--- src/hdl/median_pkg.sv ---
package median_pkg;

    localparam int PIX_W       = 8;
    localparam int DATA_W      = 32;
    localparam int DIM_W       = 10;
    localparam int IMG_ADDR_W  = 12;
    localparam int MODE_W      = 2;
    localparam int WIN_TAPS    = 9;
    localparam int MEDIAN_TAP  = 4;
    localparam int SORT_PASSES = 9;
    localparam int TAP_W       = 4;
    localparam int PASS_W      = $clog2(SORT_PASSES);
    localparam int IMG_DEPTH   = 1 << IMG_ADDR_W;

    typedef logic [PIX_W-1:0]      pixel_t;
    typedef logic [DIM_W-1:0]      dim_t;
    typedef logic [IMG_ADDR_W-1:0] img_addr_t;

    // Top bits of the host address
    typedef enum logic [MODE_W-1:0] {
        MODE_PIXEL  = 2'd0,
        MODE_START  = 2'd1,  // Reads back as status
        MODE_WIDTH  = 2'd2,
        MODE_HEIGHT = 2'd3
    } host_mode_e;

    typedef struct packed {
        logic              en;
        logic              we;
        host_mode_e        mode;
        img_addr_t         addr;
        logic [DATA_W-1:0] wdata;
    } host_req_t;

    typedef struct packed {
        logic      en;
        logic      we;
        img_addr_t addr;
        pixel_t    wdata;
    } ram_port_t;

    typedef struct packed {
        logic             load;
        logic [TAP_W-1:0] idx;
        logic             pad;  // Tap lies outside the image
    } tap_t;

    typedef pixel_t [WIN_TAPS-1:0] window_t;

endpackage

--- src/hdl/median_window.sv ---
`timescale 1ns/1ns

module median_window (
    input  logic                CLK,
    input  logic                RST,
    input  median_pkg::pixel_t  rdata_i,
    input  median_pkg::tap_t    tap_i,
    output median_pkg::window_t window_o
);
    import median_pkg::*;

    window_t win_q;

    always_ff @(posedge CLK or negedge RST) begin
        if (!RST) begin
            win_q <= '0;
        end else if (tap_i.load) begin
            win_q[tap_i.idx] <= tap_i.pad ? '0 : rdata_i;  // Outside pixels count as zero
        end
    end

    assign window_o = win_q;

    a_tap_idx_range: assert property (
        @(posedge CLK) disable iff (!RST) tap_i.load |-> (tap_i.idx < WIN_TAPS)
    ) else $error("window tap index %0d out of range", tap_i.idx);

endmodule

--- config.mk ---
export PLATFORM = sky130hd
export DESIGN_NAME = median_window
export DESIGN_NICKNAME = d
export VERILOG_FILES = /design/src/hdl/median_pkg.sv /design/src/hdl/median_window.sv
export SDC_FILE = /design/constraint.sdc
export NUM_CORES = 1
export LEC_CHECK = 0
export BUFFER_PORTS_ARGS = -buffer_cell sky130_fd_sc_hd__clkbuf_2
export CAP_MARGIN = 40
export CORE_MARGIN = 2
export CORE_UTILIZATION = 54
export DETAILED_ROUTE_END_ITERATION = 10
export GPL_TIMING_DRIVEN = 0
export PLACE_DENSITY_LB_ADDON = 0.15
export RECOVER_POWER = 25
export SYNTH_ARGS = -nofsm -noshare
export SYNTH_HDL_FRONTEND = slang
export SYNTH_SLANG_ARGS = --single-unit
--- constraint.sdc ---
create_clock -name CLK -period 1.5 [get_ports CLK]
set_clock_uncertainty 0.2 [all_clocks]
set_input_delay 0.225 -clock CLK [delete_from_list [all_inputs] [get_ports CLK]]
set_output_delay 0.225 -clock CLK [all_outputs]
set_load 0.05 [all_outputs]
==> key figures <==
Pwr
  • Pwr dens: approximately 1600 mW/mm2
  • Clock share of power: 0.236
  • Pint: 3.53 mW
  • Sw Ratio: 0.402
  • Sw Pwr: 2.38 mW
  • Max IR drop VDD: ~910 uV
  • Sequential power share: 0.415
  • Pleak: 1.93 nW
  • Combinational Power Share: 0.349

Clock network
  • Max Buffers Root-to-Sink: 2
  • CTS Root Buffer Type: clkbuf_8
  • Htree depth: 3
  • Worst skew pair latency: 0.33 ns
  • CTS Sinks: 72
  • Clk slew on worst S/H paths: 0.08 ns
  • Postcts setup bufs: 0
  • Number of CTS-inserted buffers: 9
  • CTS tree: done

Critical path
  • Crit Path Class: register to output port
  • Worst EP required: 1.07 ns
  • CP max-delay cell: dfrtp_1
  • CP max FO: 2
  • Critical Path AT: 1.02 ns
  • Nature of the critical path endpoint: output port
  • CP max stage delay: between 0.3 and 0.4 ns
  • CP cell instances: clkbuf_2
  • Top delay family on crit path: flip-flops
  • CP Launch Type: register
  • Buf/Inv on CP: 1

GRT
  • Vias in the first global route: 1810
  • GRT overflow: 0
  • Initial antenna violation count: 0
  • GRT Util Overall: 0.219
  • Largest net degree at the start of global routing: 50
  • First-pass GRT wire length: 9630 um

Die
  • Starting Density: 0.560
  • Die height: 77.0 um
  • Die span in x: 77.0 um
  • Area of the core: approximately 0.005 mm2
  • Ports: 88
  • Die ar.: slightly below 0.006 mm2
  • Core Rows: 26

Routing
  • Top layer reached by signal wires: met4
  • DRC violations left: 0
  • Met3 wire len: 373 um
  • Routed Antenna Nets: 0
  • WL met2: about 2900 um
  • Starting DRC count in detailed routing: 37
  • Router iterations before antenna repair: 2
  • Vias per inst: 5.08
  • Met1 WL: between 2000 and 3000 um
  • Final wirelength: about 6000 um
  • Drt wl/cell: 17.1 um
  • Vias: ~1.8k

Run status
  • Outcome: complete, no violations

Synth
  • Total nets after synthesis: 193
  • Ys async rst share: 1.00
  • Synthesized cell area: 0.00288 mm2
  • Unique cell type count in the Yosys netlist: 17
  • Leading area contributor after synthesis: dfrtp_1
  • Top-count cell post-synth: dfrtp_1
  • EDFF count, synth: 0
  • Top cells by count, synth: dfrtp_1 (72), mux2_2 (64), nor2b_1 (9), clkbuf_1 (8), mux2_4 (8)
  • Synth Register Bits: 72
  • Syn avg cell area: 16.3 um2
  • Synth top area cells: dfrtp_1 (63%), mux2_2 (25%), mux2_4 (4.2%)
  • Synth top area share: 0.626
  • Yosys warns: 0
  • Most used DFF post-synth: dfrtp_1
  • Sequential area share after synthesis: 0.626
  • Synth Instances: 177

Timing
  • Crit share post-route: 0.963
  • Slew Limit Headroom: 0.567
  • Worst Hold Slack: 0.104 ns
  • Least-Margin Pin Slew: roughly 0.65 ns
  • Max Fclk: 0.692 GHz
  • Final number of setup-violating endpoints: 0
  • Fin. Hold Viols: 0
  • RSZ-0062 raised after global routing: false
  • Final Slew Violations: 0
  • Crit path time final: 1.44 ns

Placement
  • GPL Wtd Cong: approximately 0.73
  • Port Buf Inserts: 85
  • Post-DP Area: 0.00343 mm2
  • Post-detailed-placement half-perimeter wirelength: 4060 um

Cells and area
  • Area growth from synthesis to layout: 26.1%
  • Layout cells sized above 1: 0.657
  • Nets: 291
  • Fin area: 0.00363 mm2
  • # fillers: 383
  • Reg area: ~0.0018 mm2
  • Number of flip-flops in the largest register: 72
  • Area of the multi-input gates: 0.00103 mm2
  • Antenna Cells: 0

Min path
  • Worst min path class: input port to register

Run
  • Max_cap viols: 0
through the flow:
step | total power [mW] | setup TNS, ns | utilization | instances | setup slack (ns)
3_5_place_dp | 4.56 | -11.42 | 0.667 | 333 | -0.260
6_report | 5.90 | 0 | 0.706 | 350 | 0.0559
4_1_cts | 5.96 | 0 | 0.705 | 350 | 0.0539
5_1_grt | 6.16 | 0 | 0.706 | 350 | 0.0160
2_1_floorplan | 4.03 | 0 | - | 177 | 0.00519
3_3_place_gp | 4.51 | -49.16 | 0.661 | 332 | -0.551
routing by layer:
metal,up-vias,global-route usage
met5,-,0
met4,0,0.0750
met3,6,0.0753
met2,53,0.333
met1,909,0.297
li1,809,-
cells by family (layout without fill, tap and decap cells):
family / Yosys count / in the layout / share of synthesized area
flops: 72 / 72 / 0.626
mux: 72 / 72 / 0.292
simple gates: 21 / 21 / 0.0631
buf+inv: 12 / 115 / 0.0183
path summary, 6_finish.rpt:
kind,from,endpoint,slack [ns],cells after the start
worst max-delay path,window_o[36],window_o[36],0.06,1
min in group asynchronous,RST,window_o[52],0.24,2
worst max register to register,window_o[36],window_o[36],0.51,1
worst min register to register,window_o[10],window_o[10],0.30,1
max in group asynchronous,RST,window_o[42],0.19,3
worst min-delay path,tap_i[2],window_o[41],0.10,3
what timing repair did:
item / in CTS / in global routing
resized for setup: 0 / 1
setup endpoints to repair: 0 / 8
hold buffers: 1 / 0
hold endpoints to repair: 72 / 0
area by class of cell:
class | instances | share of cell area
Sequential cell | 72 | 0.497
Multi-Input combinational cell | 93 | 0.284
Clock inverter | 3 | 0.00414
Timing Repair Buffer | 87 | 0.128
Buffer | 12 | 0.0172
Clock buffer | 13 | 0.0466
Tap cell | 70 | 0.0241
power by group through the flow:
| stage | logic, mW | registers, mW | clock network (mW) |
|---|---|---|---|
| 5_1_grt | 2.14 | 2.49 | 1.53 |
| 2_1_floorplan | 0.376 | 3.66 | 0 |
| 3_3_place_gp | 2.04 | 2.47 | 0 |
| 6_report | 2.06 | 2.45 | 1.39 |
| 4_1_cts | 2.07 | 2.45 | 1.43 |
| 3_5_place_dp | 2.07 | 2.49 | 0 |
cell usage in the layout, fill, tap and decap left out:
cell and instances:
clkbuf_2 86, dfrtp_1 72, mux2_2 64, clkbuf_8 12
nor2b_1 9, clkbuf_1 9, mux2_4 8, nor3b_4 3
clkinv_2 3, buf_6 2, nand2_1 2, nand3b_2 2
nor2_1 1, nand4b_1 1, nand3b_4 1, nor2_2 1
buf_2 1, or3_1 1, dlygate4sd3_1 1, buf_16 1
Power figures use the tool's default switching activity.
