File: src/hdl/median_pkg.sv
package median_pkg;

    localparam int PIX_W       = 8;
    localparam int DATA_W      = 32;
    localparam int DIM_W       = 10;
    localparam int IMG_ADDR_W  = 12;
    localparam int MODE_W      = 2;
    localparam int WIN_TAPS    = 9;
    localparam int MEDIAN_TAP  = 4;
    localparam int SORT_PASSES = 9;
    localparam int TAP_W       = 4;
    localparam int PASS_W      = $clog2(SORT_PASSES);
    localparam int IMG_DEPTH   = 1 << IMG_ADDR_W;

    typedef logic [PIX_W-1:0]      pixel_t;
    typedef logic [DIM_W-1:0]      dim_t;
    typedef logic [IMG_ADDR_W-1:0] img_addr_t;

    // Top bits of the host address
    typedef enum logic [MODE_W-1:0] {
        MODE_PIXEL  = 2'd0,
        MODE_START  = 2'd1,  // Reads back as status
        MODE_WIDTH  = 2'd2,
        MODE_HEIGHT = 2'd3
    } host_mode_e;

    typedef struct packed {
        logic              en;
        logic              we;
        host_mode_e        mode;
        img_addr_t         addr;
        logic [DATA_W-1:0] wdata;
    } host_req_t;

    typedef struct packed {
        logic      en;
        logic      we;
        img_addr_t addr;
        pixel_t    wdata;
    } ram_port_t;

    typedef struct packed {
        logic             load;
        logic [TAP_W-1:0] idx;
        logic             pad;  // Tap lies outside the image
    } tap_t;

    typedef pixel_t [WIN_TAPS-1:0] window_t;

endpackage

File: src/hdl/median_regs.sv
`timescale 1ns/1ns

module median_regs (
    input  logic                  CLK,
    input  logic                  RST,
    input  median_pkg::host_req_t req_i,
    input  logic                  busy_i,
    input  logic                  done_i,
    input  median_pkg::ram_port_t eng_in_port_i,
    input  median_pkg::ram_port_t eng_out_port_i,
    input  median_pkg::tap_t      tap_i,
    input  median_pkg::pixel_t    out_rdata_i,
    output median_pkg::ram_port_t in_port_o,
    output median_pkg::ram_port_t out_port_o,
    output median_pkg::tap_t      tap_o,
    output logic                  start_o,
    output median_pkg::dim_t      width_o,
    output median_pkg::dim_t      height_o,
    output logic [median_pkg::DATA_W-1:0] rdata_o
);
    import median_pkg::*;

    host_mode_e rd_mode_q;
    tap_t       tap_q;
    logic       pix_wr;
    logic       pix_rd;

    assign pix_wr = req_i.en && req_i.we && (req_i.mode == MODE_PIXEL);
    assign pix_rd = req_i.en && !req_i.we && (req_i.mode == MODE_PIXEL);

    always_ff @(posedge CLK or negedge RST) begin
        if (!RST) begin
            start_o   <= 1'b0;
            width_o   <= '0;
            height_o  <= '0;
            rd_mode_q <= MODE_PIXEL;
            tap_q     <= '0;
        end else begin
            tap_q <= tap_i;  // Lines up with the memory read latency
            if (req_i.en && req_i.we) begin
                case (req_i.mode)
                    MODE_START:  start_o  <= req_i.wdata[0];
                    MODE_WIDTH:  width_o  <= req_i.wdata[DIM_W-1:0];
                    MODE_HEIGHT: height_o <= req_i.wdata[DIM_W-1:0];
                    default: ;
                endcase
            end
            if (req_i.en && !req_i.we) begin
                rd_mode_q <= req_i.mode;
            end
        end
    end

    assign tap_o = tap_q;

    // Engine owns both memories while busy
    always_comb begin
        if (busy_i) begin
            in_port_o  = eng_in_port_i;
            out_port_o = eng_out_port_i;
        end else begin
            in_port_o.en     = pix_wr;
            in_port_o.we     = 1'b1;
            in_port_o.addr   = req_i.addr;
            in_port_o.wdata  = req_i.wdata[PIX_W-1:0];
            out_port_o.en    = pix_rd;
            out_port_o.we    = 1'b0;
            out_port_o.addr  = req_i.addr;
            out_port_o.wdata = '0;
        end
    end

    always_comb begin
        rdata_o = '0;
        case (rd_mode_q)
            MODE_PIXEL: if (done_i) rdata_o[PIX_W-1:0] = out_rdata_i;
            MODE_START: rdata_o[0] = done_i;
            default: ;  // Width and height are write only
        endcase
    end

endmodule

File: config.mk
export PLATFORM = sky130hd
export DESIGN_NAME = median_regs
export DESIGN_NICKNAME = d
export VERILOG_FILES = /design/src/hdl/median_pkg.sv /design/src/hdl/median_regs.sv
export SDC_FILE = /design/constraint.sdc
export NUM_CORES = 1
export LEC_CHECK = 0
export BUFFER_PORTS_ARGS = -buffer_cell sky130_fd_sc_hd__buf_2
export CELL_PAD_IN_SITES_DETAIL_PLACEMENT = 1
export CELL_PAD_IN_SITES_GLOBAL_PLACEMENT = 2
export CORE_MARGIN = 4
export CORE_UTILIZATION = 16
export DETAILED_ROUTE_END_ITERATION = 8
export GPL_TIMING_DRIVEN = 0
export PLACE_DENSITY_LB_ADDON = 0.12
export SLEW_MARGIN = 25
export SYNTH_ARGS = -nofsm -noshare
export SYNTH_HDL_FRONTEND = slang
export SYNTH_SLANG_ARGS = --single-unit
export TNS_END_PERCENT = 10
File: constraint.sdc
create_clock -name CLK -period 1.4 [get_ports CLK]
set_input_delay 0.07 -clock CLK [delete_from_list [all_inputs] [get_ports CLK]]
set_output_delay 0.07 -clock CLK [all_outputs]
set_load 0.03 [all_outputs]
==> results.yml <==
die:
  io_pins: 213
  die-area_um2: 12700
  dieWidth_um: 112
  floorplan.rows: 37
  core-area_um2: 10500
  die_h_um: 112
  initial_core_util_pct: 16.7
drt:
  route.vias.total: 1958
  drt_wl_total_mm: 7.25
  drt-initial-drc-count: 28
  firstDrtPassIters: 4
  avgRoutedWirePerCell_um: 13.9
  remaining_drc_errors: 0
  antenna_left: 0
  via_per_inst: 3.75
layout:
  area_growth_pct: 75.3
  antenna_cells: 0
  final_design_area_no_fill_um2: 3060
  share_of_final_layout_standard_cells_stronger_than_drive_strength_1_pct: 61.7
  finalCoreUtilization_pct: 29.3
  finalNetCount: 495
worst_setup_path:
  critical_path.reg2reg.endpoint: "rd_mode_q[0]"
  crit_chain: "nor3b_4 -> and2_4 -> buf_6"
  endpoint_kind: "output port"
  crit_fanout: 7
  crit_path_top_delay_cell: "sky130_fd_sc_hd__dfrtp_1"
  critical_path.startpoint_type: "register"
  launching_instance_or_port_of_the_critical_path: "rd_mode_q[0]"
  signal_arrival_time_at_the_worst_endpoint_ps: 1310
  r2r_slack_ps: 480
  r2r-start: "rd_mode_q[0]"
  cp_data_required_time_ps: 1330
  crit_path_max_incr_delay_ps: 400
  critical_path_class: "register to output port"
  worstRegToRegCells: 2
job:
  drv.max_cap_violation_count: 0
power_and_ir_drop:
  power_density_nw_per_um2: 1060
  internal_power_mw: 1.93
  p_sw_mw: 1.30
  peakVddDrop_mv: 0.606
  share_clk_of_total_power_pct: 23.5
  totalPowerFinal_mw: 3.24
  combinational_fraction_of_design_power_pct: 43.7
  seq_power_share_pct: 32.8
  leakagePower_nw: 1.75
  power.share.switching_pct: 40.2
clocking:
  max_h_tree_level: 2
  tritoncts_num_sinks: 29
  tritoncts_clock_tree: "built"
  clock_insertion_delay_worst_skew_ps: 270
  cts-root-buf: "sky130_fd_sc_hd__clkbuf_8"
  clock_tree.buffer_depth: 2
  numCtsBuffers: 5
  cts.reportedPaths.clkPinSlew_ps: 60
placement:
  detailed_place.area_um2: 2840
  placed_wire_length_estimate_after_detailed_placement_mm: 6.02
  preCtsSetupSlack_ps: -46.8
  gpl_wtd_cong: 0.800
  portBuffers: 165
synth:
  synth.lib_cells_used.distinct: 17
  synth_warnings: 0
  synth.yosys.seq_area_share_pct: 41.5
  synthTopCellsByArea: "sky130_fd_sc_hd__dfrtp_1 (42%), sky130_fd_sc_hd__mux2_2 (20%), sky130_fd_sc_hd__nand2_1 (11%)"
  syn_area_um2: 1750
  ys_seq_elements: 29
  synth_top_area_share_pct: 41.5
  netlist_instances: 182
  synth_top_area_cell: "sky130_fd_sc_hd__dfrtp_1"
  average_instance_area_after_synthesis_um2: 9.60
sta:
  finalClockSkew_ps: 0
  grt_setup_unrepaired: "yes"
  setup_ws_ps: 21.6
  slew_viols_final: 0
  fin_crit_sh_pct: 98.5
  final_period_minus_worst_setup_slack_ps: 1380
  timing.final.setup_violations: 0
  max_clock_freq_mhz: 725
  max-slew-margin-rel_pct: 56.3
  finalHoldViolations: 0
  tightest_slew_ps: 656
global_route:
  grt_pass1_wl_mm: 11.2
  antenna_found_initial: 0
  grt_pass1_vias: 2110
  grt_usage_pct: 11.0
  grt_start_max_net_pins: 30
  grt_overflow: 0
outcome:
  outcome: "completed"
hold_path:
  timing.hold.worst_endpoint: "width_o[9]"
  timing.hold.worst.class: "primary input to register"
  whs_path_depth: 2
  worst_hold_launch: "req_i[9]"
metal layers:
metal / routed length (um) / vias up / global-route usage [%]
met1: 3000 / 888 / 13.2
li1: - / 943 / -
met2: 3400 / 122 / 19.1
met5: 0 / - / 0
met3: 792 / 5 / 3.88
met4: 59 / 0 / 2.40
power by group through the flow:
stage,registers [mW],logic (mW),clock network (mW)
after detailed placement,1.07,1.40,0
after global placement,1.06,1.39,0
after floorplan,1.36,0.614,0
after CTS,1.06,1.43,0.801
after global routing,1.08,1.52,0.844
final,1.06,1.42,0.760
kinds of logic after synthesis:
logic type | after synthesis | synth area share [%]
and+or+nand+nor | 88 | 25.2
muxes | 31 | 20.0
buffers and inverters | 31 | 12.2
DFF | 29 | 41.5
AOI/OAI and AO/OA | 2 | 0.788
other | 1 | 0.215
placed cells by master, fill, tap and decap left out, drive strengths merged:
cell	instances
buf	194
nand2	51
mux2	31
dfrtp	29
conb	24
and2	16
nand2b	13
clkbuf	10
dlygate4sd3	7
nand4b	2
nor3b	2
nor2	1
or4b	1
o21ai	1
o41ai	1
nand4	1
and2b	1
clkinv	1
how the worst max path moves through the flow:
stage	end	slack, ps	cells after the start
after floorplan	rdata_o[0]	210	1
after global placement	rdata_o[5]	50	3
after detailed placement	rdata_o[3]	-50	3
after CTS	rdata_o[3]	0.9	3
after global routing	rdata_o[3]	-80	3
final	rdata_o[3]	20	3
synth_stat cells, drive strengths merged:
library cell and count:
or4b 1, clkbuf 3, mux2 31, nand4b 2, nor2 1, nand2 51, buf 28, nand2b 13
nand4 1, nor3b 2, o21ai 1, and2b 1, conb 1, dfrtp 29, o41ai 1, and2 16
through the flow:
stage,hold WS (ps),setup TNS [ps],instances
after floorplan,-226,0,205
after global placement,143,0,506
after detailed placement,149,-137,506
after CTS,28.3,0,522
after global routing,33.6,-502,522
final,36.6,0,522
what timing repair did:
| item | 4_1_cts | 5_1_grt |
|---|---|---|
| pin swaps | 2 | 1 |
| setup endpoints to repair | 7 | 7 |
| hold endpoints to repair | 35 | 0 |
| setup buffers | 1 | 0 |
| hold buffers | 7 | 0 |
| gates resized for setup | 11 | 3 |
state kept, by name, summed over array words and instances (netlist names):
signal	cells
height_o	10
rd_mode_q	2
start_o	1
tap_o	6
width_o	10
worst max-delay path, delay by kind of cell, from the launching register on:
kind	cells	cell delay [ps]
and+or+nand+nor	2	510
DFF	1	400
buffers and inverters	1	120
layout make-up:
cell class | instances | area [um^2]
buffer | 31 | 214
fill | 1296 | 7400
clock inverter | 1 | 5.00
tap | 136 | 170
clock buffer | 7 | 96.3
multi-input combinational | 145 | 915
sequential | 29 | 726
timing repair buffer | 173 | 936
(Power assumes the default switching activity.)
