File: src/hdl/median_pkg.sv
package median_pkg;

    localparam int PIX_W       = 8;
    localparam int DATA_W      = 32;
    localparam int DIM_W       = 10;
    localparam int IMG_ADDR_W  = 12;
    localparam int MODE_W      = 2;
    localparam int WIN_TAPS    = 9;
    localparam int MEDIAN_TAP  = 4;
    localparam int SORT_PASSES = 9;
    localparam int TAP_W       = 4;
    localparam int PASS_W      = $clog2(SORT_PASSES);
    localparam int IMG_DEPTH   = 1 << IMG_ADDR_W;

    typedef logic [PIX_W-1:0]      pixel_t;
    typedef logic [DIM_W-1:0]      dim_t;
    typedef logic [IMG_ADDR_W-1:0] img_addr_t;

    // Top bits of the host address
    typedef enum logic [MODE_W-1:0] {
        MODE_PIXEL  = 2'd0,
        MODE_START  = 2'd1,  // Reads back as status
        MODE_WIDTH  = 2'd2,
        MODE_HEIGHT = 2'd3
    } host_mode_e;

    typedef struct packed {
        logic              en;
        logic              we;
        host_mode_e        mode;
        img_addr_t         addr;
        logic [DATA_W-1:0] wdata;
    } host_req_t;

    typedef struct packed {
        logic      en;
        logic      we;
        img_addr_t addr;
        pixel_t    wdata;
    } ram_port_t;

    typedef struct packed {
        logic             load;
        logic [TAP_W-1:0] idx;
        logic             pad;  // Tap lies outside the image
    } tap_t;

    typedef pixel_t [WIN_TAPS-1:0] window_t;

endpackage

File: src/hdl/median_ctrl.sv
`timescale 1ns/1ns

module median_ctrl (
    input  logic                  CLK,
    input  logic                  RST,
    input  logic                  start_i,
    input  median_pkg::dim_t      width_i,
    input  median_pkg::dim_t      height_i,
    input  median_pkg::pixel_t    median_i,
    input  logic                  median_valid_i,
    output logic                  busy_o,
    output logic                  done_o,
    output median_pkg::ram_port_t in_port_o,
    output median_pkg::ram_port_t out_port_o,
    output median_pkg::tap_t      tap_o,
    output logic                  sort_start_o
);
    import median_pkg::*;

    typedef enum logic [1:0] {ST_IDLE, ST_LOAD, ST_SORT, ST_DONE} state_e;

    state_e           state_q;
    dim_t             row_q;
    dim_t             col_q;
    logic [TAP_W-1:0] tap_q;
    img_addr_t        row_base_q;
    logic             sort_start_q;

    logic [1:0]       tap_row;
    logic [1:0]       tap_col;
    img_addr_t        row_addr;
    img_addr_t        tap_addr;
    logic             last_col;
    logic             last_row;
    logic             pad;

    assign last_col = (col_q == dim_t'(width_i - 1'b1));
    assign last_row = (row_q == dim_t'(height_i - 1'b1));

    always_ff @(posedge CLK or negedge RST) begin
        if (!RST) begin
            state_q      <= ST_IDLE;
            row_q        <= '0;
            col_q        <= '0;
            tap_q        <= '0;
            row_base_q   <= '0;
            sort_start_q <= 1'b0;
        end else begin
            sort_start_q <= 1'b0;
            case (state_q)
                ST_IDLE: begin
                    row_q      <= '0;
                    col_q      <= '0;
                    tap_q      <= '0;
                    row_base_q <= '0;
                    if (start_i) begin
                        state_q <= ST_LOAD;
                    end
                end
                ST_LOAD: begin
                    tap_q <= tap_q + 1'b1;
                    if (tap_q == TAP_W'(WIN_TAPS - 1)) begin
                        state_q <= ST_SORT;
                    end
                end
                ST_SORT: begin
                    // Last tap lands in the window during this cycle
                    if (tap_q == TAP_W'(WIN_TAPS)) begin
                        tap_q        <= tap_q + 1'b1;
                        sort_start_q <= 1'b1;
                    end
                    if (median_valid_i) begin
                        tap_q <= '0;
                        if (last_col) begin
                            col_q      <= '0;
                            row_q      <= row_q + 1'b1;
                            row_base_q <= row_base_q + width_i;
                            state_q    <= last_row ? ST_DONE : ST_LOAD;
                        end else begin
                            col_q   <= col_q + 1'b1;
                            state_q <= ST_LOAD;
                        end
                    end
                end
                ST_DONE: begin
                    if (!start_i) begin
                        state_q <= ST_IDLE;
                    end
                end
                default: state_q <= ST_IDLE;
            endcase
        end
    end

    // Tap address and border flags
    always_comb begin
        tap_row = 2'(tap_q / 3);
        tap_col = 2'(tap_q % 3);
        case (tap_row)
            2'd0:    row_addr = row_base_q - width_i;
            2'd1:    row_addr = row_base_q;
            default: row_addr = row_base_q + width_i;
        endcase
        tap_addr = img_addr_t'(row_addr + col_q + tap_col - 1);
        pad = (tap_row == 2'd0 && row_q == '0) || (tap_row == 2'd2 && last_row) ||
              (tap_col == 2'd0 && col_q == '0) || (tap_col == 2'd2 && last_col);
    end

    assign busy_o       = (state_q == ST_LOAD) || (state_q == ST_SORT);
    assign done_o       = (state_q == ST_DONE);
    assign sort_start_o = sort_start_q;

    always_comb begin
        in_port_o.en     = (state_q == ST_LOAD);
        in_port_o.we     = 1'b0;
        in_port_o.addr   = tap_addr;
        in_port_o.wdata  = '0;
        out_port_o.en    = median_valid_i && (state_q == ST_SORT);
        out_port_o.we    = median_valid_i && (state_q == ST_SORT);
        out_port_o.addr  = img_addr_t'(row_base_q + col_q);
        out_port_o.wdata = median_i;
        tap_o.load       = (state_q == ST_LOAD);
        tap_o.idx        = tap_q;
        tap_o.pad        = pad;
    end

    a_sort_start_in_sort: assert property (
        @(posedge CLK) disable iff (!RST) sort_start_o |-> (state_q == ST_SORT)
    ) else $error("sort_start outside the sort state");

endmodule

File: config.mk
export PLATFORM = sky130hd
export DESIGN_NAME = median_ctrl
export DESIGN_NICKNAME = d
export VERILOG_FILES = /design/src/hdl/median_pkg.sv /design/src/hdl/median_ctrl.sv
export SDC_FILE = /design/constraint.sdc
export NUM_CORES = 1
export LEC_CHECK = 0
export BUFFER_PORTS_ARGS = -buffer_cell sky130_fd_sc_hd__clkbuf_2
export CORE_MARGIN = 1.5
export CORE_UTILIZATION = 40
export DETAILED_ROUTE_END_ITERATION = 10
export GPL_TIMING_DRIVEN = 0
export MAX_ROUTING_LAYER = met4
export PLACE_DENSITY = 0.59
export SLEW_MARGIN = 20
export SYNTH_ARGS = -nofsm -noshare
export SYNTH_HDL_FRONTEND = slang
export SYNTH_SLANG_ARGS = --single-unit
File: constraint.sdc
create_clock -name CLK -period 8.9 [get_ports CLK]
set_clock_uncertainty 0.15 [all_clocks]
set_input_delay 0.445 -clock CLK [delete_from_list [all_inputs] [get_ports CLK]]
set_output_delay 0.445 -clock CLK [all_outputs]
set_load 0.005 [all_outputs]
==> flow_metrics.tcl <==
set metrics [dict create \
    synthFlopType "dfrtp_1" \
    seqPwrFrac_pct 21.0 \
    fin_setup_tns_ns 0 \
    grt_use_met3_pct 2.07 \
    synth_warnings 0 \
    grt_util_met1_pct 30.8 \
    max_stage_delay_ns 0.63 \
    async_reset_ff_share_pct 100 \
    r2r-start "row_base_q[2]$_DFFE_PN0P_" \
    power_frac_comb_pct 60.9 \
    drv_cap 0 \
    p_per_area_nw_per_um2 159 \
    use_met2_pct 36.0 \
    avgRoutedWirePerCell_um 16.5 \
    crit_start "tap_q[2]$_DFFE_PN0P_" \
    fin_crit_sh_pct 92.0 \
    max_freq_mhz 122 \
    p_total_uw 1000 \
    wirelength_um 15800 \
    worstPathRequired_ns 8.31 \
    critPathSlowestCell "a41oi_1" \
    remaining_drc_errors 0 \
    fillers 1357 \
    grt_pass1_wl_um 25600 \
    fin_nets 899 \
    die-area_sq_um 14700 \
    max-slew-margin-rel_pct 38.0 \
    detail-route-antenna-nets 0 \
    drtIter0Drc 423 \
    core_area_sq_um 13400 \
    synth.avg_cell_area_sq_um 7.95 \
    rows 42 \
    startpoint_type "flip-flop" \
    regArea_sq_um 976 \
    die_h_um 121 \
    cts_buffer_depth 2 \
    r2r_end "row_base_q[7]$_DFFE_PN0P_" \
    fp.dieW_um 121 \
    finalHoldViolCount 0 \
    diodes 0 \
    io_buffers 67 \
    grtUsageTotal_pct 22.5 \
    clkSinkCount 39 \
    synth_edf_count 0 \
    final_cell_mix "78 x inv_1, 78 x ha_1, 66 x clkbuf_2, 41 x xnor2_1, 39 x dfrtp_1" \
    hold-worst-slack_ns 0.144 \
    cellLeakagePower_uw 0.00301 \
    io_pins 85 \
    antenna_found_initial 0 \
    reg2reg_slack_ns 6.05 \
    numCtsBuffers 5 \
    grt_pass1_vias 5012 \
    setup_viol 0 \
    critical_path_cell_count 29 \
    grt_most_used_layer "met2" \
    worstSetupEndpoint "in_port_o[19]" \
    worst_pin_slew_ns 0.930 \
    vias 5391 \
    synthesis.area_sq_um 5580 \
    drive_above_1_share_pct 15.6 \
    cts.clk_slew.worst_paths_ns 0.06 \
    p_clk_share_pct 18.0 \
    switching_share_pct 43.6 \
    endpoint_kind "primary output" \
    insertion_delay_ns 0.28 \
    path_max_fanout 9 \
    grt_max_degree 40 \
    status "finished clean" \
    grt_overflow 0 \
    p_int_uw 566 \
    cts_hold_buf 0 \
    place_hpwl_um 12800 \
    holdCritPathClass "input port to asynchronous set/reset pin" \
    synthCells 702 \
    start_util_pct 41.6 \
    rr_worst_depth 8 \
    multi_input_area_sq_um 4050 \
    path_class "flip-flop to primary output" \
    gp_congestion 0.898 \
    vias_per_cell 5.62 \
    switching_power_uw 437 \
    rsz0062_at_grt "false" \
    area_growth_pct 13.1 \
    crit_family "compound AO/OA/AOI/OAI gates" \
    root_buffer "clkbuf_16" \
    ys_types 79 \
    postCtsSetupRepairBufs 0 \
    cp_num_buf_inv 6 \
    cts_resized 0 \
    cp.arrival_ns 7.60 \
    ys_seq_area_share_pct 17.5 \
    cts_max_level 2 \
    post-route-min-period_ns 8.19 \
    synth-seq-cells 39 \
    critPathMostFrequentCell "ha_1" \
    slew_viol_final 0 \
    ir_worst_vdd_mv 0.173 \
    first_pass_iters 5 \
    tritoncts "yes" \
]
state kept, by name, indices dropped and copies added (netlist names):
| name | flops |
|---|---|
| tap_q | 4 |
| sort_start_o | 1 |
| col_q | 10 |
| state_q | 2 |
| row_base_q | 12 |
| row_q | 10 |
per-stage QoR:
stage                     setup slack, ns  utilization (%)  area (sq um)  instances
after global routing               0.0579             47.1          6310        960
final                               0.708             47.1          6310        960
after CTS                           0.751             47.1          6310        960
after global placement               1.11             46.0          6160        953
after detailed placement             1.10             46.0          6160        953
after floorplan                      2.29                -          5610        710
Yosys cell counts, types with 4 or more instances:
cell / number / area (sq um)
nand2_1: 36 / 135
xnor2_1: 41 / 359
nor2b_1: 8 / 50.1
o21ai_0: 31 / 155
o21ai_1: 12 / 60.1
a21oi_1: 26 / 130
nor2_1: 38 / 143
or2_2: 4 / 25.0
o211ai_1: 7 / 52.6
and3_1: 10 / 62.6
a31oi_1: 11 / 68.8
o221a_2: 4 / 45.0
clkbuf_1: 23 / 86.3
nand3_1: 32 / 160
dfrtp_1: 39 / 976
nand2b_1: 15 / 93.8
o21bai_1: 9 / 67.6
xor2_1: 18 / 158
nor3_1: 17 / 85.1
a211oi_1: 7 / 52.6
buf_4: 20 / 150
inv_1: 78 / 293
o31ai_1: 6 / 45.0
fa_1: 5 / 100
a221oi_1: 7 / 61.3
nor4_1: 7 / 43.8
ha_1: 78 / 976
o31ai_2: 4 / 50.1
nand4_1: 11 / 68.8
o21a_1: 4 / 30.0
a21o_1: 7 / 52.6
or3_1: 6 / 37.5
o22ai_1: 9 / 56.3
a221o_1: 5 / 50.1
per-layer routing:
metal,vias up,share of wire [%],routed length [um]
met1,2563,48,7530
li1,2659,-,-
met4,0,2.0,315
met3,16,4.2,658
met2,153,46,7320
met5,-,0,0
how the worst min path moves through the flow:
stage | startpoint | to | depth (start not counted)
6_report | RST | row_base_q[10]$_DFFE_PN0P_ | 1
5_1_grt | RST | row_base_q[10]$_DFFE_PN0P_ | 1
4_1_cts | RST | row_base_q[2]$_DFFE_PN0P_ | 1
3_5_place_dp | row_q[9]$_DFFE_PN0P_ | row_q[9]$_DFFE_PN0P_ | 1
3_3_place_gp | row_q[9]$_DFFE_PN0P_ | row_q[9]$_DFFE_PN0P_ | 1
2_1_floorplan | RST | col_q[0]$_DFFE_PN0P_ | 0
kinds of logic after synthesis:
kind of cell | after synthesis | share of synthesized area [%]
fa+ha+maj | 83 | 19.3
compound gates | 186 | 24.1
flops | 39 | 17.5
mux | 3 | 0.561
xor+xnor | 59 | 9.26
other cells | 1 | 0.0672
buf+inv | 130 | 10.4
simple gates | 201 | 18.8
power groups by stage:
stage | combinational [uW] | clock [uW] | sequential, uW
6_report | 612 | 181 | 211
3_3_place_gp | 601 | 0 | 214
5_1_grt | 695 | 190 | 213
2_1_floorplan | 413 | 0 | 208
4_1_cts | 617 | 184 | 211
3_5_place_dp | 614 | 0 | 213
area by class of cell:
class / instances / area share [%]
Buffer: 51 / 4.52
Clock buffer: 6 / 2.20
Clock inverter: 1 / 0.0793
Inverter: 79 / 4.70
Multi-Input combinational cell: 541 / 64.2
Sequential cell: 39 / 15.5
Tap cell: 176 / 3.49
Timing Repair Buffer: 67 / 5.32
(Power assumes the default switching activity.)
