### src/hdl/median_pkg.sv
package median_pkg;

    localparam int PIX_W       = 8;
    localparam int DATA_W      = 32;
    localparam int DIM_W       = 10;
    localparam int IMG_ADDR_W  = 12;
    localparam int MODE_W      = 2;
    localparam int WIN_TAPS    = 9;
    localparam int MEDIAN_TAP  = 4;
    localparam int SORT_PASSES = 9;
    localparam int TAP_W       = 4;
    localparam int PASS_W      = $clog2(SORT_PASSES);
    localparam int IMG_DEPTH   = 1 << IMG_ADDR_W;

    typedef logic [PIX_W-1:0]      pixel_t;
    typedef logic [DIM_W-1:0]      dim_t;
    typedef logic [IMG_ADDR_W-1:0] img_addr_t;

    // Top bits of the host address
    typedef enum logic [MODE_W-1:0] {
        MODE_PIXEL  = 2'd0,
        MODE_START  = 2'd1,  // Reads back as status
        MODE_WIDTH  = 2'd2,
        MODE_HEIGHT = 2'd3
    } host_mode_e;

    typedef struct packed {
        logic              en;
        logic              we;
        host_mode_e        mode;
        img_addr_t         addr;
        logic [DATA_W-1:0] wdata;
    } host_req_t;

    typedef struct packed {
        logic      en;
        logic      we;
        img_addr_t addr;
        pixel_t    wdata;
    } ram_port_t;

    typedef struct packed {
        logic             load;
        logic [TAP_W-1:0] idx;
        logic             pad;  // Tap lies outside the image
    } tap_t;

    typedef pixel_t [WIN_TAPS-1:0] window_t;

endpackage

### src/hdl/median_sorter.sv
`timescale 1ns/1ns

module median_sorter (
    input  logic                CLK,
    input  logic                RST,
    input  logic                start_i,
    input  median_pkg::window_t window_i,
    output median_pkg::pixel_t  median_o,
    output logic                valid_o
);
    import median_pkg::*;

    logic              running;
    logic [PASS_W-1:0] pass_cnt;
    window_t           sort_q;
    window_t           pass_out;

    always_ff @(posedge CLK or negedge RST) begin
        if (!RST) begin
            running  <= 1'b0;
            pass_cnt <= '0;
            valid_o  <= 1'b0;
        end else begin
            valid_o <= 1'b0;
            if (!running) begin
                if (start_i) begin
                    running  <= 1'b1;
                    pass_cnt <= '0;
                end
            end else if (pass_cnt == PASS_W'(SORT_PASSES - 1)) begin
                running <= 1'b0;
                valid_o <= 1'b1;
            end else begin
                pass_cnt <= pass_cnt + 1'b1;
            end
        end
    end

    always_ff @(posedge CLK) begin
        if (!running && start_i) begin
            sort_q <= window_i;
        end else if (running) begin
            sort_q <= pass_out;
        end
    end

    // Even passes pair (0,1),(2,3).. and odd passes pair (1,2),(3,4)..
    always_comb begin
        pass_out = sort_q;
        for (int k = 0; k < WIN_TAPS - 1; k++) begin
            if ((k % 2) == pass_cnt[0] && sort_q[k] > sort_q[k+1]) begin
                pass_out[k]   = sort_q[k+1];
                pass_out[k+1] = sort_q[k];
            end
        end
    end

    assign median_o = sort_q[MEDIAN_TAP];

    a_no_start_while_running: assert property (
        @(posedge CLK) disable iff (!RST) running |-> !start_i
    ) else $error("sort start ignored while a sort is running");

endmodule

### config.mk
export PLATFORM = sky130hd
export DESIGN_NAME = median_sorter
export DESIGN_NICKNAME = d
export VERILOG_FILES = /design/src/hdl/median_pkg.sv /design/src/hdl/median_sorter.sv
export SDC_FILE = /design/constraint.sdc
export NUM_CORES = 1
export LEC_CHECK = 0
export BUFFER_PORTS_ARGS = -buffer_cell sky130_fd_sc_hd__clkbuf_2
export CAP_MARGIN = 30
export CORE_MARGIN = 5
export CORE_UTILIZATION = 50
export DETAILED_ROUTE_END_ITERATION = 16
export HOLD_SLACK_MARGIN = 0.1
export PLACE_DENSITY = 0.68
export SLEW_MARGIN = 20
export SYNTH_ARGS = -nofsm -noshare
export SYNTH_HDL_FRONTEND = slang
export SYNTH_SLANG_ARGS = --single-unit
### constraint.sdc
create_clock -name CLK -period 7.5 [get_ports CLK]
set_input_delay 0.375 -clock CLK [delete_from_list [all_inputs] [get_ports CLK]]
set_output_delay 0.375 -clock CLK [all_outputs]
set_load 0.02 [all_outputs]
==> results of run 1 <==
-- sequential cells by signal, summed over array words and instances (netlist names) --
name	flops
valid_o	1
running	1
pass_cnt	4
sort_q	64
median_o	8
-- where the power goes --
| part | leakage (uW) | switching (uW) | internal [uW] |
|---|---|---|---|
| logic | 0.00183 | 1270 | 769 |
| clock network | 0.000179 | 176 | 367 |
| registers | 0.000781 | 245 | 959 |
-- cell type report --
cell class | count | area [um2]
clock inverter | 6 | 133
sequential | 78 | 2310
multi-input combinational | 374 | 2920
clock buffer | 10 | 239
timing repair buffer | 88 | 477
inverter | 68 | 255
fill | 985 | 4750
tap | 143 | 179
-- through the flow --
stage          setup WS [ns]  hold slack, ns  power (uW)  util, %  cell area, um2
2_1_floorplan           5.00          0.0794        2700        -            5680
5_1_grt                 4.27           0.311        4050     57.8            6520
4_1_cts                 4.48           0.293        3770     57.6            6490
3_3_place_gp            4.55           0.210        3090     54.1            6090
3_5_place_dp            4.50           0.214        3210     54.2            6110
6_report                4.54           0.296        3790     57.8            6520
-- logic make-up (layout without fill, tap and decap cells) --
| kind of cell | count (synthesis) | count (layout) | synth area share (%) |
|---|---|---|---|
| multiplexers | 1 | 1 | 0.176 |
| buffers and inverters | 101 | 172 | 7.93 |
| AO/OA/AOI/OAI | 186 | 186 | 26.4 |
| flip-flops | 78 | 78 | 40.7 |
| XOR/XNOR | 2 | 2 | 0.308 |
| adder cells (fa/ha/maj) | 66 | 66 | 14.5 |
| AND/OR/NAND/NOR | 119 | 119 | 9.98 |
-- routing by layer --
layer / share of wire [%] / vias to the layer above / GRT usage, %
met3: 7.0 / 33 / 2.85
met4: 2.9 / 0 / 9.71
met5: 0 / - / 0
met1: 43 / 2250 / 30.4
met2: 47 / 199 / 35.0
li1: - / 2260 / -
-- critical path, stage by stage, from the launching register on --
cell	delay (ns)
edfxtp_1	0.44
inv_1	0.07
ha_1	0.30
nor2b_1	0.14
o211ai_1	0.11
a21oi_1	0.54
o21ai_2	0.27
o221ai_1	0.71
-- worst min path at each step --
stage	start	to
2_1_floorplan	RST	pass_cnt[0]
3_3_place_gp	RST	valid_o
3_5_place_dp	RST	valid_o
4_1_cts	window_i[0]	sort_q[0]
5_1_grt	window_i[7]	sort_q[7]
6_report	window_i[0]	sort_q[0]
-- layout by cell type, fill, tap and decap left out, types with 2 or more instances in the layout --
cell type / n
inv_1: 67
a211oi_1: 7
edfxtp_1: 72
o211ai_1: 17
nand2_1: 53
a2111oi_0: 2
clkbuf_2: 83
nand4_1: 17
clkbuf_16: 9
a31oi_1: 11
a211oi_2: 2
o21a_1: 3
ha_1: 66
dfrtp_1: 6
bufinv_16: 4
nor2b_1: 8
a21o_1: 2
o21ai_0: 7
xor2_1: 2
a21oi_1: 62
nand3_1: 8
o221ai_1: 11
nor2_1: 19
or3b_1: 3
a221o_1: 40
nor3_1: 3
o31ai_4: 9
or3_1: 2
a2111o_1: 3
o21ai_1: 3
==> results by group, run 1 <==
Setup path
  – CP Launch Type: register
  – RR Endpoint: sort_q[14]
  – Arrival time worst endpoint: 2.93 ns
  – CP Capture Type: register
  – Worst Setup SP: sort_q[17]
  – Cell count of the worst reg-to-reg path: 7
  – CP required: 7.47 ns
  – Worst setup path end: sort_q[14]
  – Worst reg-to-reg setup slack: 4.54 ns
  – Critical R2R Launch: sort_q[17]
  – Max Fanout on Critical Path: 10
  – CP Class: reg -> reg

Synth
  – Post-Syn Area: 5680 um2
  – Yosys Warn Count: 0
  – Most common cell in the netlist: edfxtp_1
  – Synth Instances: 553
  – Synth cell types: 47
  – Post-synth top cells: edfxtp_1 (72), inv_1 (67), ha_1 (66), a21oi_1 (62), nand2_1 (53)
  – Flops & latches, synth: 78
  – Average cell area after synthesis: 10.3 um2
  – Top cell type's share of synthesized area: 38.1%
  – Post-synth EDFFs: 72
  – Syn_nets: 694
  – Sequential share of the synthesized area: 40.7%
  – Dominant synthesized flop cell: edfxtp_1
  – Synth top area cells: edfxtp_1 (38%), ha_1 (15%), a221o_1 (7.0%), a21oi_1 (5.5%), inv_1 (4.4%)
  – Synth area leader: edfxtp_1
  – Post-synth ARST share: 7.69%

Place
  – GPL Wtd Cong: 0.924
  – Buffers on Ports: 83
  – Post-Place Cells: 749
  – DP Wirelength: 12.0 mm

STA
  – Post-route setup TNS: 0 ns
  – Min Tclk post-route: 2.96 ns
  – Slew at the pin closest to its max-slew limit: 0.984 ns
  – Final Skew: 0.00749 ns
  – RSZ-0062 raised after global routing: no
  – Crit share post-route: 39.4%
  – Max Freq: 0.338 GHz
  – Final hold vios: 0
  – Endpoints failing setup: 0
  – Max-slew headroom: 34.1%
  – Fin. max-slew vios: 0

Detailed routing
  – Final antenna-violating net count: 0
  – 1st-pass router iterations: 5
  – Final WL: 15.0 mm
  – Vias: 4742
  – Drt via density: 6.18
  – DRC viols: 0
  – Avg WL per Cell: 19.6 um
  – Initial DRC Count: 320

Global routing
  – Total global routing overflow: 0
  – Vias in the first global route: 4629
  – Largest net degree at the start of global routing: 51
  – First-pass GRT wire length: 23.0 mm
  – Gr usage total: 22.1%
  – Initial antenna violation count: 0

Layout
  – Final #Nets: 760
  – Area grow syn2layout: 14.7%
  – Share of layout cells above drive strength 1: 19.2%
  – ANT cells: 0
  – Non-filler cells, final: 767

Flow run
  – Maxcap violations: 0

Floorplan
  – Die Width: 117 um
  – IO Pins: 84
  – Placeable Area: 11300 um2
  – Row count: 39
  – Die ar.: 13600 um2
  – Chip Height: 117 um
  – Initial Util: 50.4%

Power and ir drop
  – PwrDens: 581 nW/um2
  – Maximum vdd ir drop: 0.232 mV
  – Pleak: 0.00279 uW

Clock network
  – H-tree Lvls: 3
  – Setup Buffers After CTS: 0
  – Hold Buf Count CTS: 1
  – Worst-path clk slew: 0.06 ns
  – TritonCTS Sinks: 78
  – CTS tree: built
  – CTS root buf: clkbuf_16
  – CTS-repair resized insts: 0
  – Clk Latency, worst-skew pair: 0.34 ns
  – CTS buffer count: 9
  – Clk buf depth: 2

Hold path
  – Worst Hold Class: in -> reg
  – Hold Path Depth: 3

Status
  – Status: complete, no violations
(Power assumes the default switching activity.)
==> run 2: changes to the inputs <==
--- a/config.mk
+++ b/config.mk
@@ -11,7 +11,7 @@
 export CORE_UTILIZATION = 50
 export DETAILED_ROUTE_END_ITERATION = 16
 export HOLD_SLACK_MARGIN = 0.1
-export PLACE_DENSITY = 0.68
+export PLACE_DENSITY = 0.71
 export SLEW_MARGIN = 20
 export SYNTH_ARGS = -nofsm -noshare
 export SYNTH_HDL_FRONTEND = slang
==> constraint.sdc (replaced) <==
create_clock -name CLK -period 2.5 [get_ports CLK]
set_input_delay 0.125 -clock CLK [delete_from_list [all_inputs] [get_ports CLK]]
set_output_delay 0.125 -clock CLK [all_outputs]
set_load 0.02 [all_outputs]
==> results by group, run 2 (synthesis results as in run 1) <==
Status
  – Status: complete, no violations

Global routing
  – Gr usage total: 24.2%
  – Busiest grt layer: met2
  – First-pass GRT wire length: 25.3 mm
  – Initial antenna violation count: 0
  – Largest net degree at the start of global routing: 29
  – GR Util met1: 32.3%
  – Met3 Use GR: 4.51%
  – Vias in the first global route: 5008
  – Total global routing overflow: 0
  – GRT met2 Usage: 39.5%

Layout
  – Fin area: 6930 um2
  – ANT cells: 0
  – Max reg flops: 64
  – Final #Nets: 816
  – Share of layout cells above drive strength 1: 21.5%
  – Biggest register: sort_q
  – Most frequent cells in the layout: clkbuf_2 (83), edfxtp_1 (72), inv_1 (67), ha_1 (66), a21oi_1 (61)
  – Non-filler cells, final: 822
  – Area grow syn2layout: 22.0%
  – Commonest non-fill, non-tap cell in the layout: clkbuf_2

STA
  – Post-route setup TNS: 0 ns
  – Endpoints failing setup: 0
  – Slew at the pin closest to its max-slew limit: 0.592 ns
  – Max-slew headroom: 60.2%
  – Final worst slack: 0.107 ns
  – Final hold vios: 0
  – RSZ-0062 raised after global routing: no
  – Final Skew: 0.00541 ns
  – Fin. max-slew vios: 0
  – Min Tclk post-route: 2.39 ns
  – Crit share post-route: 95.7%
  – Max Freq: 0.418 GHz

Setup path
  – Arrival time worst endpoint: 2.49 ns
  – CP Capture Type: register
  – CP Launch Type: register
  – CP required: 2.59 ns
  – Worst Setup SP: sort_q[9]
  – CP Class: reg -> reg
  – Max Fanout on Critical Path: 8
  – Critical R2R Launch: sort_q[9]

Floorplan
  – Chip Height: 117 um
  – IO Pins: 84
  – Die Width: 117 um
  – Row count: 39
  – Die ar.: 13600 um2
  – Initial Util: 50.4%
  – Placeable Area: 11300 um2

Power and ir drop
  – Pleak: 0.00300 uW
  – PwrDens: 1690 nW/um2
  – Maximum vdd ir drop: 0.904 mV

Place
  – Post-Place Cells: 773
  – Placed Area: 6290 um2
  – GPL Wtd Cong: 0.870
  – Buffers on Ports: 83
  – Pre-CTS worst setup slack: 0.0118 ns
  – DP Wirelength: 12.4 mm

Detailed routing
  – 1st-pass router iterations: 5
  – Initial DRC Count: 551
  – Final WL: 16.1 mm
  – DRC viols: 0
  – Avg WL per Cell: 19.6 um
  – Final antenna-violating net count: 0
  – Vias: 5060
  – Drt via density: 6.16

Clock network
  – Clk buf depth: 2
  – TritonCTS Sinks: 78
  – Clk Latency, worst-skew pair: 0.34 ns
  – CTS tree: built
  – CTS buffer count: 9
  – Worst-path clk slew: 0.06 ns
  – H-tree Lvls: 3
  – CTS root buf: clkbuf_16

Flow run
  – Maxcap violations: 0

Hold path
  – HP Start: window_i[46]
  – Worst Hold Class: in -> reg
==> run 2: cell count changes in the layout (fill, tap and decap cells not counted), sizes merged <==
cell	delta
dlygate4sd3	+32
buf	+24
bufinv	-3
clkinv	+2
clkbuf	+1
clkinvlp	-1
==> run 2: worst max-delay path: stages, from the launching register on <==
cell       delay (ns)
edfxtp_1         0.42
inv_1            0.10
ha_1             0.24
nor2b_1          0.14
o211ai_1         0.15
a21oi_1          0.09
a2111oi_0        0.51
buf_4            0.20
o221ai_1         0.12
buf_4            0.20
==> run 2: metal layers <==
metal | vias to the layer above | wire length (um) | part of all wire, %
li1 | 2372 | - | -
met1 | 2404 | 6780 | 42
met2 | 241 | 7650 | 47
met3 | 43 | 1230 | 7.6
met4 | 0 | 472 | 2.9
met5 | - | 0 | 0
==> run 2: stage by stage <==
step           util [%]  total power, uW  hold slack, ns
6_report           61.5            11700           0.111
5_1_grt            61.5            12500           0.100
4_1_cts            61.1            11500           0.100
3_5_place_dp       55.8            10100         -0.0357
3_3_place_gp       55.8             9780         -0.0439
2_1_floorplan         -             8100          -0.171
==> run 2: path summary, 6_finish.rpt <==
path                          endpoint  slack, ns  depth (start not counted)
setup / recovery            sort_q[10]       0.11                          9
hold / removal              sort_q[46]       0.11                          2
setup reg to reg            sort_q[10]       0.11                          9
hold reg to reg            pass_cnt[3]       0.53                          2
max in group asynchronous  pass_cnt[0]       2.20                          2
min in group asynchronous      valid_o       0.14                          2
==> run 2: layout make-up <==
| cell class | instances | area (um2) |
|---|---|---|
| clock inverter | 4 | 48.8 |
| fill | 901 | 4340 |
| multi-input combinational | 374 | 2940 |
| clock buffer | 11 | 233 |
| timing repair buffer | 144 | 968 |
| inverter | 68 | 255 |
| sequential | 78 | 2310 |
| tap | 143 | 179 |
==> run 2: report_power, final <==
| part | leakage [uW] | switching [uW] | total [uW] | internal (uW) |
|---|---|---|---|---|
| Clock | 0.000139 | 508 | 1270 | 767 |
| Combinational | 0.00208 | 4050 | 6890 | 2830 |
| Sequential | 0.000781 | 679 | 3530 | 2850 |
==> run 2: timing repair <==
action,CTS,global route
setup buffers,0,1
hold buffers,32,1
setup endpoints to repair,0,54
resized for setup,0,5
endpoints found under the hold margin,37,1
